--- config.mk ---
export PLATFORM = sky130hd
export DESIGN_NAME = mbc_regs
export DESIGN_NICKNAME = d
export VERILOG_FILES = /design/src/rtl/cart_pkg.sv /design/src/rtl/mbc_regs.sv
export SDC_FILE = /design/constraint.sdc
export NUM_CORES = 1
export LEC_CHECK = 0
export BUFFER_PORTS_ARGS = -buffer_cell sky130_fd_sc_hd__buf_2
export CAP_MARGIN = 20
export CELL_PAD_IN_SITES_DETAIL_PLACEMENT = 1
export CELL_PAD_IN_SITES_GLOBAL_PLACEMENT = 1
export CORE_ASPECT_RATIO = 1.4
export CORE_MARGIN = 2
export CORE_UTILIZATION = 23
export CTS_CLUSTER_DIAMETER = 60
export DETAILED_ROUTE_END_ITERATION = 10
export PLACE_DENSITY_LB_ADDON = 0.12
export SLEW_MARGIN = 20
export SYNTH_ARGS = -nofsm -noshare
export SYNTH_HDL_FRONTEND = slang
export SYNTH_SLANG_ARGS = --single-unit
--- constraint.sdc ---
create_clock -name clk_sys -period 1.8 [get_ports clk_sys]
set_input_delay 0.27 -clock clk_sys [delete_from_list [all_inputs] [get_ports clk_sys]]
set_output_delay 0.27 -clock clk_sys [all_outputs]
set_load 0.03 [all_outputs]
--- src/rtl/cart_pkg.sv ---
// cartridge mapper shared types: header offsets, mapper kinds, register regions, bank state
package cart_pkg;

	// ------------------------------------------------------------------------
	// download header offsets (word addresses)
	// ------------------------------------------------------------------------
	localparam logic [15:0] hdr_type_addr = 16'h0146;  // mapper type in high byte
	localparam logic [15:0] hdr_size_addr = 16'h0148;  // ram size high, rom size low

	// cpu address bits 15:13 regions
	localparam logic [2:0] region_rom_en   = 3'b000;  // 0000-1fff ram enable
	localparam logic [2:0] region_rom_bank = 3'b001;  // 2000-3fff rom bank
	localparam logic [2:0] region_ram_bank = 3'b010;  // 4000-5fff ram bank / rtc select
	localparam logic [2:0] region_mode     = 3'b011;  // 6000-7fff mbc1 mode
	localparam logic [2:0] region_cram     = 3'b101;  // a000-bfff cartridge ram

	localparam logic [3:0] ram_enable_key = 4'hA;

	localparam int rom_bank_w  = 9;   // up to 512 banks on mbc5
	localparam int ram_bank_w  = 4;   // up to 16 banks of 8k
	localparam int cram_addr_w = 17;  // 128k bytes
	localparam int lba_w       = 8;   // 256 sectors of 512 bytes

	typedef enum logic [2:0] {
		mbc_none,
		mbc1,
		mbc2,
		mbc3,
		mbc5
	} mbc_kind_e;

	// decoded header, fixed for the whole run of a cartridge
	typedef struct packed {
		mbc_kind_e             kind;
		logic [rom_bank_w-1:0] rom_mask;
		logic [ram_bank_w-1:0] ram_mask;
		logic [lba_w-1:0]      file_mask;  // index of the last backup sector
		logic                  save_ok;    // battery and something to save
	} cart_info_t;

	// mapper registers as set by the cpu
	typedef struct packed {
		logic [rom_bank_w-1:0] rom_bank;
		logic [ram_bank_w-1:0] ram_bank;
		logic                  mbc1_mode;
		logic                  rtc_mode;  // mbc3 rtc mapped at a000
		logic                  ram_enable;
	} bank_state_t;

	// two views of the cpu address
	typedef union packed {
		struct packed {
			logic [1:0]  quadrant;  // 16k window
			logic        bank_lsb;
			logic [12:0] offset;
		} rom;
		struct packed {
			logic [2:0]  region;  // 8k region
			logic [12:0] offset;
		} rgn;
	} cpu_addr_u;

endpackage
--- src/rtl/mbc_regs.sv ---
// mapper bank registers written by the cpu, rom byte address and cartridge ram address forming
`timescale 1ns/1ns

module mbc_regs (
	input  logic                                 clk_sys,
	input  logic                                 reset,
	input  logic                                 dl_active_i,
	input  cart_pkg::cpu_addr_u                  cart_addr_i,
	input  logic                                 cart_wr_i,
	input  logic [7:0]                           cart_di_i,
	input  cart_pkg::cart_info_t                 info_i,
	output cart_pkg::bank_state_t                bank_o,
	output logic [cart_pkg::rom_bank_w+13:0]     rom_addr_o,
	output logic [cart_pkg::cram_addr_w-1:0]     cram_addr_o
);

	cart_pkg::bank_state_t                bank_q;
	logic [cart_pkg::rom_bank_w-1:0]      rom_sel;
	logic [cart_pkg::ram_bank_w-1:0]      ram_sel;
	logic [2:0]                           region;

	assign region = cart_addr_i.rgn.region;

	// ------------------------------------------------------------------------
	// register writes
	// ------------------------------------------------------------------------
	always_ff @(posedge clk_sys) begin
		if (reset || dl_active_i) begin
			bank_q          <= '0;
			bank_q.rom_bank <= 9'd1;  // bank 1 in the switchable window
		end else if (cart_wr_i) begin
			case (region)
				cart_pkg::region_rom_bank: begin
					if (info_i.kind == cart_pkg::mbc5) begin
						if ({region[0], cart_addr_i.rgn.offset[12]} == 2'b11)
							bank_q.rom_bank[8] <= cart_di_i[0];      // 3000-3fff
						else
							bank_q.rom_bank[7:0] <= cart_di_i;       // 2000-2fff
					end else if (cart_di_i[6:0] == 7'd0) begin
						bank_q.rom_bank <= 9'd1;  // mbc1-3 never map bank 0 here
					end else begin
						bank_q.rom_bank <= {2'b00, cart_di_i[6:0]};
					end
				end
				cart_pkg::region_ram_bank: begin
					if (info_i.kind == cart_pkg::mbc3) begin
						bank_q.rtc_mode <= cart_di_i[3];  // 08-0c select rtc
						if (!cart_di_i[3])
							bank_q.ram_bank <= {2'b00, cart_di_i[1:0]};
					end else if (info_i.kind == cart_pkg::mbc5) begin
						bank_q.ram_bank <= cart_di_i[3:0];
					end else begin
						bank_q.ram_bank <= {2'b00, cart_di_i[1:0]};
					end
				end
				cart_pkg::region_mode:
					if (info_i.kind == cart_pkg::mbc1) bank_q.mbc1_mode <= cart_di_i[0];
				cart_pkg::region_rom_en:
					bank_q.ram_enable <= (cart_di_i[3:0] == cart_pkg::ram_enable_key);
				default: ;
			endcase
		end
	end

	// ------------------------------------------------------------------------
	// address forming
	// ------------------------------------------------------------------------
	always_comb begin
		rom_sel = bank_q.rom_bank;
		if (info_i.kind == cart_pkg::mbc1)  // mode 0 lends ram bank bits as rom 6:5
			rom_sel = {2'b00, bank_q.mbc1_mode ? 2'b00 : bank_q.ram_bank[1:0],
				bank_q.rom_bank[4:0]};
		rom_sel = rom_sel & info_i.rom_mask;  // mirror small roms
		if (info_i.kind == cart_pkg::mbc_none)
			rom_sel = 9'd1;
		if (cart_addr_i.rom.quadrant == 2'b00)
			rom_sel = '0;  // fixed bank 0 at 0000-3fff

		ram_sel = bank_q.ram_bank & info_i.ram_mask;
		if (info_i.kind == cart_pkg::mbc_none ||
				(info_i.kind == cart_pkg::mbc1 && !bank_q.mbc1_mode))
			ram_sel = '0;  // unbanked ram
	end

	assign rom_addr_o  = {rom_sel, cart_addr_i.rom.bank_lsb, cart_addr_i.rom.offset};
	assign cram_addr_o = {ram_sel, cart_addr_i.rgn.offset};
	assign bank_o      = bank_q;

endmodule

# After elaboration in Yosys (flattened, before gate mapping)
# Index checks and enable logic that the tools add are counted.
[op_classes] n_bitwise=2 muxes=12 n_reduce_logical=14 n_eq_ne=11
[op_table] operator="9-bit 2-to-1 mux" n=4
[op_table] operator="4-bit 2-to-1 mux" n=4
[op_table] operator="3-bit AND reduction" n=5
[op_table] operator="9-bit bitwise AND" n=1
[op_table] operator="3-bit by 2-bit == test with 1-bit output (second input constant)" n=3
[op_table] operator="8-bit 2-to-1 mux" n=1
[op_table] operator="7-bit zero test" n=1
[op_table] operator="7-bit 2-to-1 mux" n=1
[op_table] operator="3-bit by 1-bit == test with 1-bit output (second input constant)" n=2
[op_table] operator="3-bit zero test" n=2
[op_table] operator="2-bit inequality test (second input constant)" n=3
[op_table] operator="4-bit bitwise AND" n=1
[op_table] operator="4-bit == test (second input constant)" n=1
[op_table] operator="3-bit == test (second input constant)" n=1
[op_table] operator="2-bit == test (second input constant)" n=1
[op_table] operator="2-bit zero test" n=1
[op_table] operator="1-bit logical OR" n=2
[op_table] operator="2-bit 2-to-1 mux" n=1
[op_table] operator="2-bit AND reduction" n=1
[op_table] operator="1-bit logical AND" n=1
[op_table] operator="1-bit zero test" n=1
[op_table] operator="1-bit 2-to-1 mux" n=1
[word_totals] elab_cells=45 output_inout_bits=56 ff_bits=16

# Logic depth before layout (Yosys ltp)
# Gate-level depths: netlist of the first run.
[depth] word_depth=5 mapped_depth=4

# Least setup slack after synthesis of the first run
# No wires, ideal clock.
[synth_path] path_kind="input-to-output" startpoint="input info_i[23] (netlist bit)" endpoint="output rom_addr_o[19] (netlist bit)" arrival_time_ns=1.280 t_required_ns=1.530 n_path_buf=0 path_stages=3 path_slack_ns=0.250 cell_sequence="nor3b_1 mux2_2 and3_1"
[synth_via] elab_chain_len=5 elab_cells_between_ends=6 cone_classes="eq/ne: 1; mux: 3; bitwise: 1; reduce/logical: 1"
[synth_rtl] element="from (decl)" line_no="mbc_regs.sv:11" text="input cart_pkg::cart_info_t info_i,"
[synth_rtl] element="3-bit by 1-bit == test with 1-bit output" line_no="mbc_regs.sv:70" text="if (info_i.kind == cart_pkg::mbc1)"
[synth_rtl] element="9-bit 2-to-1 mux" line_no="mbc_regs.sv:70"
[synth_rtl] element="9-bit bitwise AND" line_no="mbc_regs.sv:73" text="rom_sel = rom_sel & info_i.rom_mask;"
[synth_rtl] element="9-bit 2-to-1 mux *" line_no="mbc_regs.sv:74" text="if (info_i.kind == cart_pkg::mbc_none)"
[synth_rtl] element="9-bit 2-to-1 mux *" line_no="mbc_regs.sv:76" text="if (cart_addr_i.rom.quadrant == 2'b00)"
[synth_rtl] element="to (decl)" line_no="mbc_regs.sv:13" text="output logic [cart_pkg::rom_bank_w+13:0] rom_addr_o,"
# Mark *: on every way between the ends. The rest lies on a longest branch, timed or not.

# Final worst setup path of the first run
# Ends and elaborated chain as after synthesis.

==> results.toml, run 1 <==
[status]
status = "completed"

[clocking]
htreeDepth = 1
cts_buffers = 3
ctsHoldBuffers = 0
cts_tree = "built"
clkLatencyLatePin_ns = 0.25
cts_setup_buffers = 0
cts.path.max_buffers = 2
path_clk_slew_ns = 0.07
root_buffer = "clkbuf_8"
cts.sinks = 16
cts_resized = 0

[layout]
finalNonFillerCells = 245
nNetsFinal = 237
drive_gt1_frac = 0.4426
final_util = 0.3036
synthToLayoutAreaGrowth_pct = 25.76
layout_common_cells = "buf_2 (63), dfxtp_1 (16), and3_1 (13)"
final_common_cell = "buf_2"
largest_reg_flops = 16
diodes = 0
design_area_um2 = 1399

[floorplanning]
dieWidth_um = 62.78
row_count = 29
fp.dieH_um = 86.29
io-pin-count = 109
initial_core_util = 0.2414
dieArea_um2 = 5417
core-area_um2 = 4608

[sta]
drv_slew = 0
max_freq_mhz = 600.9
period_share = 0.9246
finalSetupViolCount = 0
tightest_slew_ns = 0.5336
finalHoldViolations = 0
setup_tns_ns = 0
period_minus_slack_ns = 1.664
rsz0062_at_grt = "false"
layout_setup_ws_ns = 0.1358
finClkSkew_ns = 0
holdWs_ns = 0.2726
slew_headroom = 0.6429

[critical_path]
r2r-start = "bank_o[2]$_SDFFE_PP0P_"
r2r_cells = 2
start_kind = "primary input"
cp_max_fo = 4
cp.arrival_ns = 1.39
path_class = "primary input to output port"
r2r_slack_ns = 0.95
r2r-end = "bank_o[2]$_SDFFE_PP0P_"
endpoint_kind = "output port"
required_ns = 1.53

[power]
p_per_area_nw_per_um2 = 588.1
finalPower_mw = 0.8227
vdd_ir_drop_max_mv = 0.1717
p_leak_nw = 0.6835

[global_route]
gr-total-overflow = 0
grt_max_degree = 13
grt_usage = 0.1372
grt_pass1_wl_um = 5885
grt_pass1_vias = 1199
antenna_found_initial = 0

[logic_synthesis]
async_reset_ff_frac = 0
yosys_warnings = 0
netlist_instances = 140
synth_area_um2 = 1112
synth_edf_count = 0
synth.largest_area_cell = "dfxtp_1"
synth_top_area_frac = 0.2880
ys_ff_latch = 16
synthTopCellsByArea = "dfxtp_1 (29%), buf_4 (18%), and3_1 (7.3%)"
synthDistinctLibCells = 31
avgSynthCellArea_um2 = 7.945
syn-num-nets = 193
ys_seq_area_frac = 0.2880
synthFlopType = "dfxtp_1"

[placed_design]
io_buffers = 63
pre_cts_ws_ns = 0.1368
globalplace.congestion = 0.6918
dp_hpwl_um = 2935
dp.cells = 241
dpl-instance-area_um2 = 1344

[run]
drv_cap = 0

[min_path]
holdPathEnd = "bank_o[14]$_SDFFE_PP0P_"
hp-class = "primary input to flop"
min_from = "cart_di_i[7]"
min_path_cells = 3

[drt]
remaining_drc_errors = 0
post_drt_wl_per_cell_um = 15.04
routed_wl_um = 3686
vias = 1162
ant_nets = 0
first_iter_violations = 25
dr.pass1.iters = 4
via_per_inst = 4.743
[cell families after synthesis]
group,after synthesis,synth area share
AO/OA/AOI/OAI,22,0.1147
buffers and inverters,33,0.2025
multiplexers,7,0.06524
flip-flops,16,0.2880
AND/OR/NAND/NOR,62,0.3296
[layout make-up]
cell class / count / area [µm²]
Inverter: 1 / 3.754
Multi-Input combinational cell: 91 / 566.8
Sequential cell: 16 / 320.3
Timing Repair Buffer: 71 / 375.4
Fill cell: 594 / 3209
Clock buffer: 4 / 55.05
Tap cell: 62 / 77.57
[cells in the mapped netlist, types with 3 or more instances]
cell type  number
nor2_1          8
nand2_1        11
mux2i_1         5
dfxtp_1        16
clkbuf_1        4
o21ai_0         8
nand3_1        10
buf_4          27
nand4bb_1       3
and3_1         13
a21oi_1         9
[power breakdown]
part	internal (mW)	total [mW]	switching (mW)
logic	0.0563	0.136	0.0799
registers	0.356	0.357	0.00134
clock network	0.194	0.330	0.135
total	0.606	0.823	0.217
[how the worst max path moves through the flow]
stage / from / endpoint / cells after the start
after global routing: info_i[23] / rom_addr_o[19] / 6
after global placement: info_i[23] / rom_addr_o[19] / 6
after detailed placement: info_i[23] / rom_addr_o[19] / 6
final: info_i[23] / rom_addr_o[19] / 6
after CTS: info_i[23] / rom_addr_o[19] / 6
after floorplan: info_i[23] / rom_addr_o[19] / 3
[critical path, cell delays in order]
cell and delay (ns):
buf_2 0.10, nor3b_1 0.19, buf_4 0.17, mux2_2 0.32, and3_1 0.17, buf_2 0.17
[per-layer routing]
| layer | GRT usage | vias up | part of all wire | wire length, µm |
|---|---|---|---|---|
| met1 | 0.1652 | 546 | 0.41 | 1503 |
| met2 | 0.2434 | 43 | 0.52 | 1902 |
| li1 | - | 561 | - | - |
| met3 | 0.02078 | 12 | 0.063 | 232 |
| met5 | 0 | - | 0 | 0 |
| met4 | 0.05657 | 0 | 0.013 | 48 |
Note: power is estimated with default switching activity, not from simulation.
==> inputs of run 2 (changes only) <==
--- a/config.mk
+++ b/config.mk
@@ -11,7 +11,7 @@
 export CELL_PAD_IN_SITES_GLOBAL_PLACEMENT = 1
 export CORE_ASPECT_RATIO = 1.4
 export CORE_MARGIN = 2
-export CORE_UTILIZATION = 23
+export CORE_UTILIZATION = 21
 export CTS_CLUSTER_DIAMETER = 60
 export DETAILED_ROUTE_END_ITERATION = 10
 export PLACE_DENSITY_LB_ADDON = 0.12
==> constraint.sdc (replaced) <==
create_clock -name clk_sys -period 1.36 [get_ports clk_sys]
set_input_delay 0.204 -clock clk_sys [delete_from_list [all_inputs] [get_ports clk_sys]]
set_output_delay 0.204 -clock clk_sys [all_outputs]
set_load 0.03 [all_outputs]
==> results.toml, run 2 (same netlist as run 1, synthesis figures left out) <==
[sta]
finClkSkew_ns = 0
slew_headroom = 0.7600
drv_slew = 0
max_freq_mhz = 696.4
finalHoldViolations = 0
finalSetupViolCount = 2
period_minus_slack_ns = 1.436
period_share = 1.056
setup_tns_ns = -0.1487
layout_setup_ws_ns = -0.07594
rsz0062_at_grt = "true"
tightest_slew_ns = 0.3550

[clocking]
ctsHoldBuffers = 0
path_clk_slew_ns = 0.07
root_buffer = "clkbuf_8"
cts_buffers = 3
htreeDepth = 1
cts.path.max_buffers = 2
cts.sinks = 16
clkLatencyLatePin_ns = 0.26
cts_tree = "built"

[floorplanning]
dieArea_um2 = 5903
fp.dieH_um = 90.12
dieWidth_um = 65.51
initial_core_util = 0.2156
io-pin-count = 109
core-area_um2 = 5159
row_count = 31

[drt]
remaining_drc_errors = 0
ant_nets = 0
vias = 1194
routed_wl_um = 3992
dr.pass1.iters = 3
via_per_inst = 4.628
first_iter_violations = 32
post_drt_wl_per_cell_um = 15.47

[global_route]
antenna_found_initial = 0
grt_max_degree = 10
grt_pass1_vias = 1277
gr-total-overflow = 0
grt_pass1_wl_um = 6313
grt_usage = 0.1387

[status]
status = "finished with violations"
violations = "negative setup slack"

[critical_path]
path_cells = "buf_8, nor3b_4, buf_4, mux2_4, and3_4, buf_6"
cp_top_family = "buffers and inverters"
endpoint_kind = "output port"
cp.arrival_ns = 1.23
required_ns = 1.16
start_kind = "primary input"
cp_num_buf_inv = 3
cp_max_fo = 3
slowest_delay_ns = 0.30
path_class = "primary input to output port"
cp_slowest_cell = "mux2_4"

[run]
drv_cap = 0

[layout]
layout_common_cells = "buf_2 (51), buf_4 (20), dfxtp_1 (13)"
drive_gt1_frac = 0.5417
synthToLayoutAreaGrowth_pct = 45.89
largest_reg_flops = 16
finalNonFillerCells = 258
nNetsFinal = 246
nFillCells = 623
final_common_cell = "buf_2"
design_area_um2 = 1623
diodes = 0

[placed_design]
globalplace.congestion = 0.6900
io_buffers = 63
dp.cells = 253
dpl-instance-area_um2 = 1414
dp_hpwl_um = 3161

[min_path]
hp-class = "primary input to flop"

[power]
p_per_area_nw_per_um2 = 701.8
p_seq_frac = 0.413
switchingPower_mw = 0.3122
switching_share = 0.2742
clkPwrFrac = 0.390
p_leak_nw = 0.7476
p_int_mw = 0.8267
vdd_ir_drop_max_mv = 0.3202
comb_power_share = 0.197
[run 2: final cells by class]
class | count | area, µm² | area share
repair buffers | 80 | 510.5 | 0.3146
clock buffers | 4 | 55.05 | 0.03392
multi-input cells | 91 | 644.4 | 0.3971
flip-flops and latches | 16 | 326.6 | 0.2012
inverters | 1 | 3.754 | 0.002313
well taps | 66 | 82.58 | 0.05089
[run 2: what timing repair did]
item	in CTS	in global routing
resized for setup	23	25
endpoints found under the setup margin	10	13
pin swaps	3	3
buffers inserted	1	0
[run 2: worst paths after layout]
kind,endpoint,slack [ns],cells past startpoint,startpoint
worst max-delay path,rom_addr_o[20],-0.08,6,info_i[23]
worst min-delay path,bank_o[11]$_SDFFE_PP0P_,0.22,3,cart_di_i[4]
worst max register to register,bank_o[2]$_SDFFE_PP0P_,0.55,2,bank_o[2]$_SDFFE_PP0P_
worst min register to register,bank_o[5]$_SDFFE_PP0P_,0.48,2,bank_o[5]$_SDFFE_PP0P_
[run 2: metrics by stage]
step                      hold WS, ns  power (mW)  setup WS (ns)  utilization
after floorplan                0.3462      0.6966        0.02291            -
after global placement         0.4083      0.6785        -0.1510       0.2741
after detailed placement       0.4083      0.6838        -0.1839       0.2741
after CTS                      0.2101       1.148       -0.08090       0.3010
after global routing           0.2297       1.201        -0.1130       0.3146
final                          0.2154       1.139       -0.07594       0.3146
[run 2: power by group through the flow]
stage | registers, mW | logic (mW) | clock network, mW
floorplan | 0.488 | 0.209 | 0
CTS | 0.470 | 0.214 | 0.463
global placement | 0.483 | 0.195 | 0
finish | 0.470 | 0.224 | 0.444
global route | 0.471 | 0.242 | 0.489
detailed placement | 0.483 | 0.201 | 0
[run 2: metal layers]
metal / up-vias / track usage / share of wire
li1: 581 / - / -
met1: 565 / 0.1566 / 0.39
met2: 36 / 0.2423 / 0.53
met3: 12 / 0.02128 / 0.048
met4: 0 / 0.07465 / 0.032
met5: - / 0 / 0
[run 2: worst min-delay path, stage by stage]
cell     delay, ns
buf_2         0.10
nand3_1       0.06
a21oi_1       0.05
==> inputs of run 3 (changes only) <==
--- a/config.mk
+++ b/config.mk
@@ -11,7 +11,7 @@
 export CELL_PAD_IN_SITES_GLOBAL_PLACEMENT = 1
 export CORE_ASPECT_RATIO = 1.4
 export CORE_MARGIN = 2
-export CORE_UTILIZATION = 21
+export CORE_UTILIZATION = 23
 export CTS_CLUSTER_DIAMETER = 60
 export DETAILED_ROUTE_END_ITERATION = 10
 export PLACE_DENSITY_LB_ADDON = 0.12
==> constraint.sdc (replaced) <==
create_clock -name clk_sys -period 1.4 [get_ports clk_sys]
set_input_delay 0.21 -clock clk_sys [delete_from_list [all_inputs] [get_ports clk_sys]]
set_output_delay 0.21 -clock clk_sys [all_outputs]
set_load 0.03 [all_outputs]
==> results.toml, run 3 (same netlist as run 1, synthesis figures left out) <==
[global_route]
grt_max_degree = 10
grt_usage = 0.1479
grt_pass1_wl_um = 6327
antenna_found_initial = 0
gr-total-overflow = 0
grt_pass1_vias = 1288

[sta]
layout_setup_ws_ns = -0.03661
period_share = 1.026
slew_headroom = 0.7779
tightest_slew_ns = 0.3285
finalSetupViolCount = 2
finClkSkew_ns = 0
finalHoldViolations = 0
max_freq_mhz = 696.1
period_minus_slack_ns = 1.437
rsz0062_at_grt = "true"
drv_slew = 0

[critical_path]
start_kind = "primary input"
cp.depth = 6
r2r-start = "bank_o[2]$_SDFFE_PP0P_"
required_ns = 1.19
path_class = "primary input to output port"
cp_slowest_cell = "mux2_4"
slowest_delay_ns = 0.30
r2r_cells = 2
r2r-end = "bank_o[2]$_SDFFE_PP0P_"
timing.critical_path.to = "rom_addr_o[19]"
r2r_slack_ns = 0.60
cp.arrival_ns = 1.23
endpoint_kind = "output port"
cp_max_fo = 3
crit_path_start = "info_i[23]"
cp_num_buf_inv = 3
cp_top_family = "buffers and inverters"
path_cells = "buf_2, nor3b_2, buf_4, mux2_4, and3_4, buf_6"

[clocking]
cts.path.max_buffers = 2
clkLatencyLatePin_ns = 0.25
ctsHoldBuffers = 0
cts.sinks = 16
path_clk_slew_ns = 0.07
cts_tree = "built"
cts_buffers = 3
htreeDepth = 1
root_buffer = "clkbuf_8"

[layout]
nNetsFinal = 251
design_area_um2 = 1648
drive_gt1_frac = 0.5533
final_common_cell = "buf_2"
final_util = 0.3576
diodes = 0
largest_reg_flops = 16
synthToLayoutAreaGrowth_pct = 48.14
layout_common_cells = "buf_2 (49), buf_4 (23), dfxtp_1 (13)"

[placed_design]
globalplace.congestion = 0.7337
dpl-instance-area_um2 = 1424
dp_hpwl_um = 3007
io_buffers = 63

[drt]
post_drt_wl_per_cell_um = 15.14
routed_wl_um = 3922
via_per_inst = 4.591
remaining_drc_errors = 0
vias = 1189
ant_nets = 0
first_iter_violations = 14
dr.pass1.iters = 4

[floorplanning]
fp.dieH_um = 86.29
row_count = 29
dieArea_um2 = 5417
core-area_um2 = 4608
initial_core_util = 0.2414
dieWidth_um = 62.78
io-pin-count = 109

[status]
violations = "negative setup slack"
status = "finished with violations"

[run]
drv_cap = 0

[power]
p_per_area_nw_per_um2 = 672.7
p_leak_nw = 0.7699
vdd_ir_drop_max_mv = 0.2840

[min_path]
hp-class = "primary input to flop"
run 3: per-stage QoR:
stage / setup TNS, ns / hold slack, ns / cells / worst slack, ns / power [mW]
detailed placement: -1.324 / 0.4203 / 251 / -0.2112 / 0.6654
global route: -0.1666 / 0.2292 / 259 / -0.07293 / 1.173
finish: -0.06574 / 0.2166 / 259 / -0.03661 / 1.108
CTS: -0.08489 / 0.2125 / 258 / -0.04489 / 1.110
floorplan: 0 / 0.3522 / 140 / 0.05691 / 0.6767
global placement: -1.124 / 0.4203 / 251 / -0.1796 / 0.6620
run 3: area by class of cell:
type | count | area (µm²)
fillers | 582 | 2960
multi-input cells | 91 | 631.9
repair buffers | 85 | 553.0
flip-flops and latches | 16 | 326.6
well taps | 62 | 77.57
clock buffers | 4 | 55.05
inverters | 1 | 3.754
run 3: worst min path at each step:
stage	from	to	slack, ns	cells after the start
6_report	cart_di_i[7]	bank_o[14]$_SDFFE_PP0P_	0.22	3
5_1_grt	cart_di_i[6]	bank_o[13]$_SDFFE_PP0P_	0.23	3
4_1_cts	cart_di_i[7]	bank_o[14]$_SDFFE_PP0P_	0.21	3
3_5_place_dp	cart_addr_i[11]	cram_addr_o[11]	0.42	0
3_3_place_gp	cart_addr_i[11]	cram_addr_o[11]	0.42	0
2_1_floorplan	cart_di_i[0]	bank_o[3]$_SDFFE_PP0P_	0.35	2
run 3: power breakdown:
part	leakage (nW)	internal, mW	total [mW]	switching, mW
logic	0.610	0.107	0.225	0.118
clock network	0.0288	0.250	0.426	0.177
registers	0.131	0.455	0.457	0.00159
run 3: what timing repair did:
action,4_1_cts,5_1_grt
setup endpoints to repair,11,13
pin swaps,3,3
buffers inserted,3,1
gates resized for setup,22,21
run 3: worst register-to-register path, delay by kind of cell (launching register included):
kind           cells  cell delay [ns]
AO/OA/AOI/OAI      2             0.36
flip-flops         1             0.38
run 3: layer usage:
metal,global-route usage,part of all wire,vias up
met4,0.06061,0.0097,0
met3,0.03117,0.048,9
met5,0,0,-
met2,0.2630,0.52,32
met1,0.1724,0.42,563
li1,-,-,585
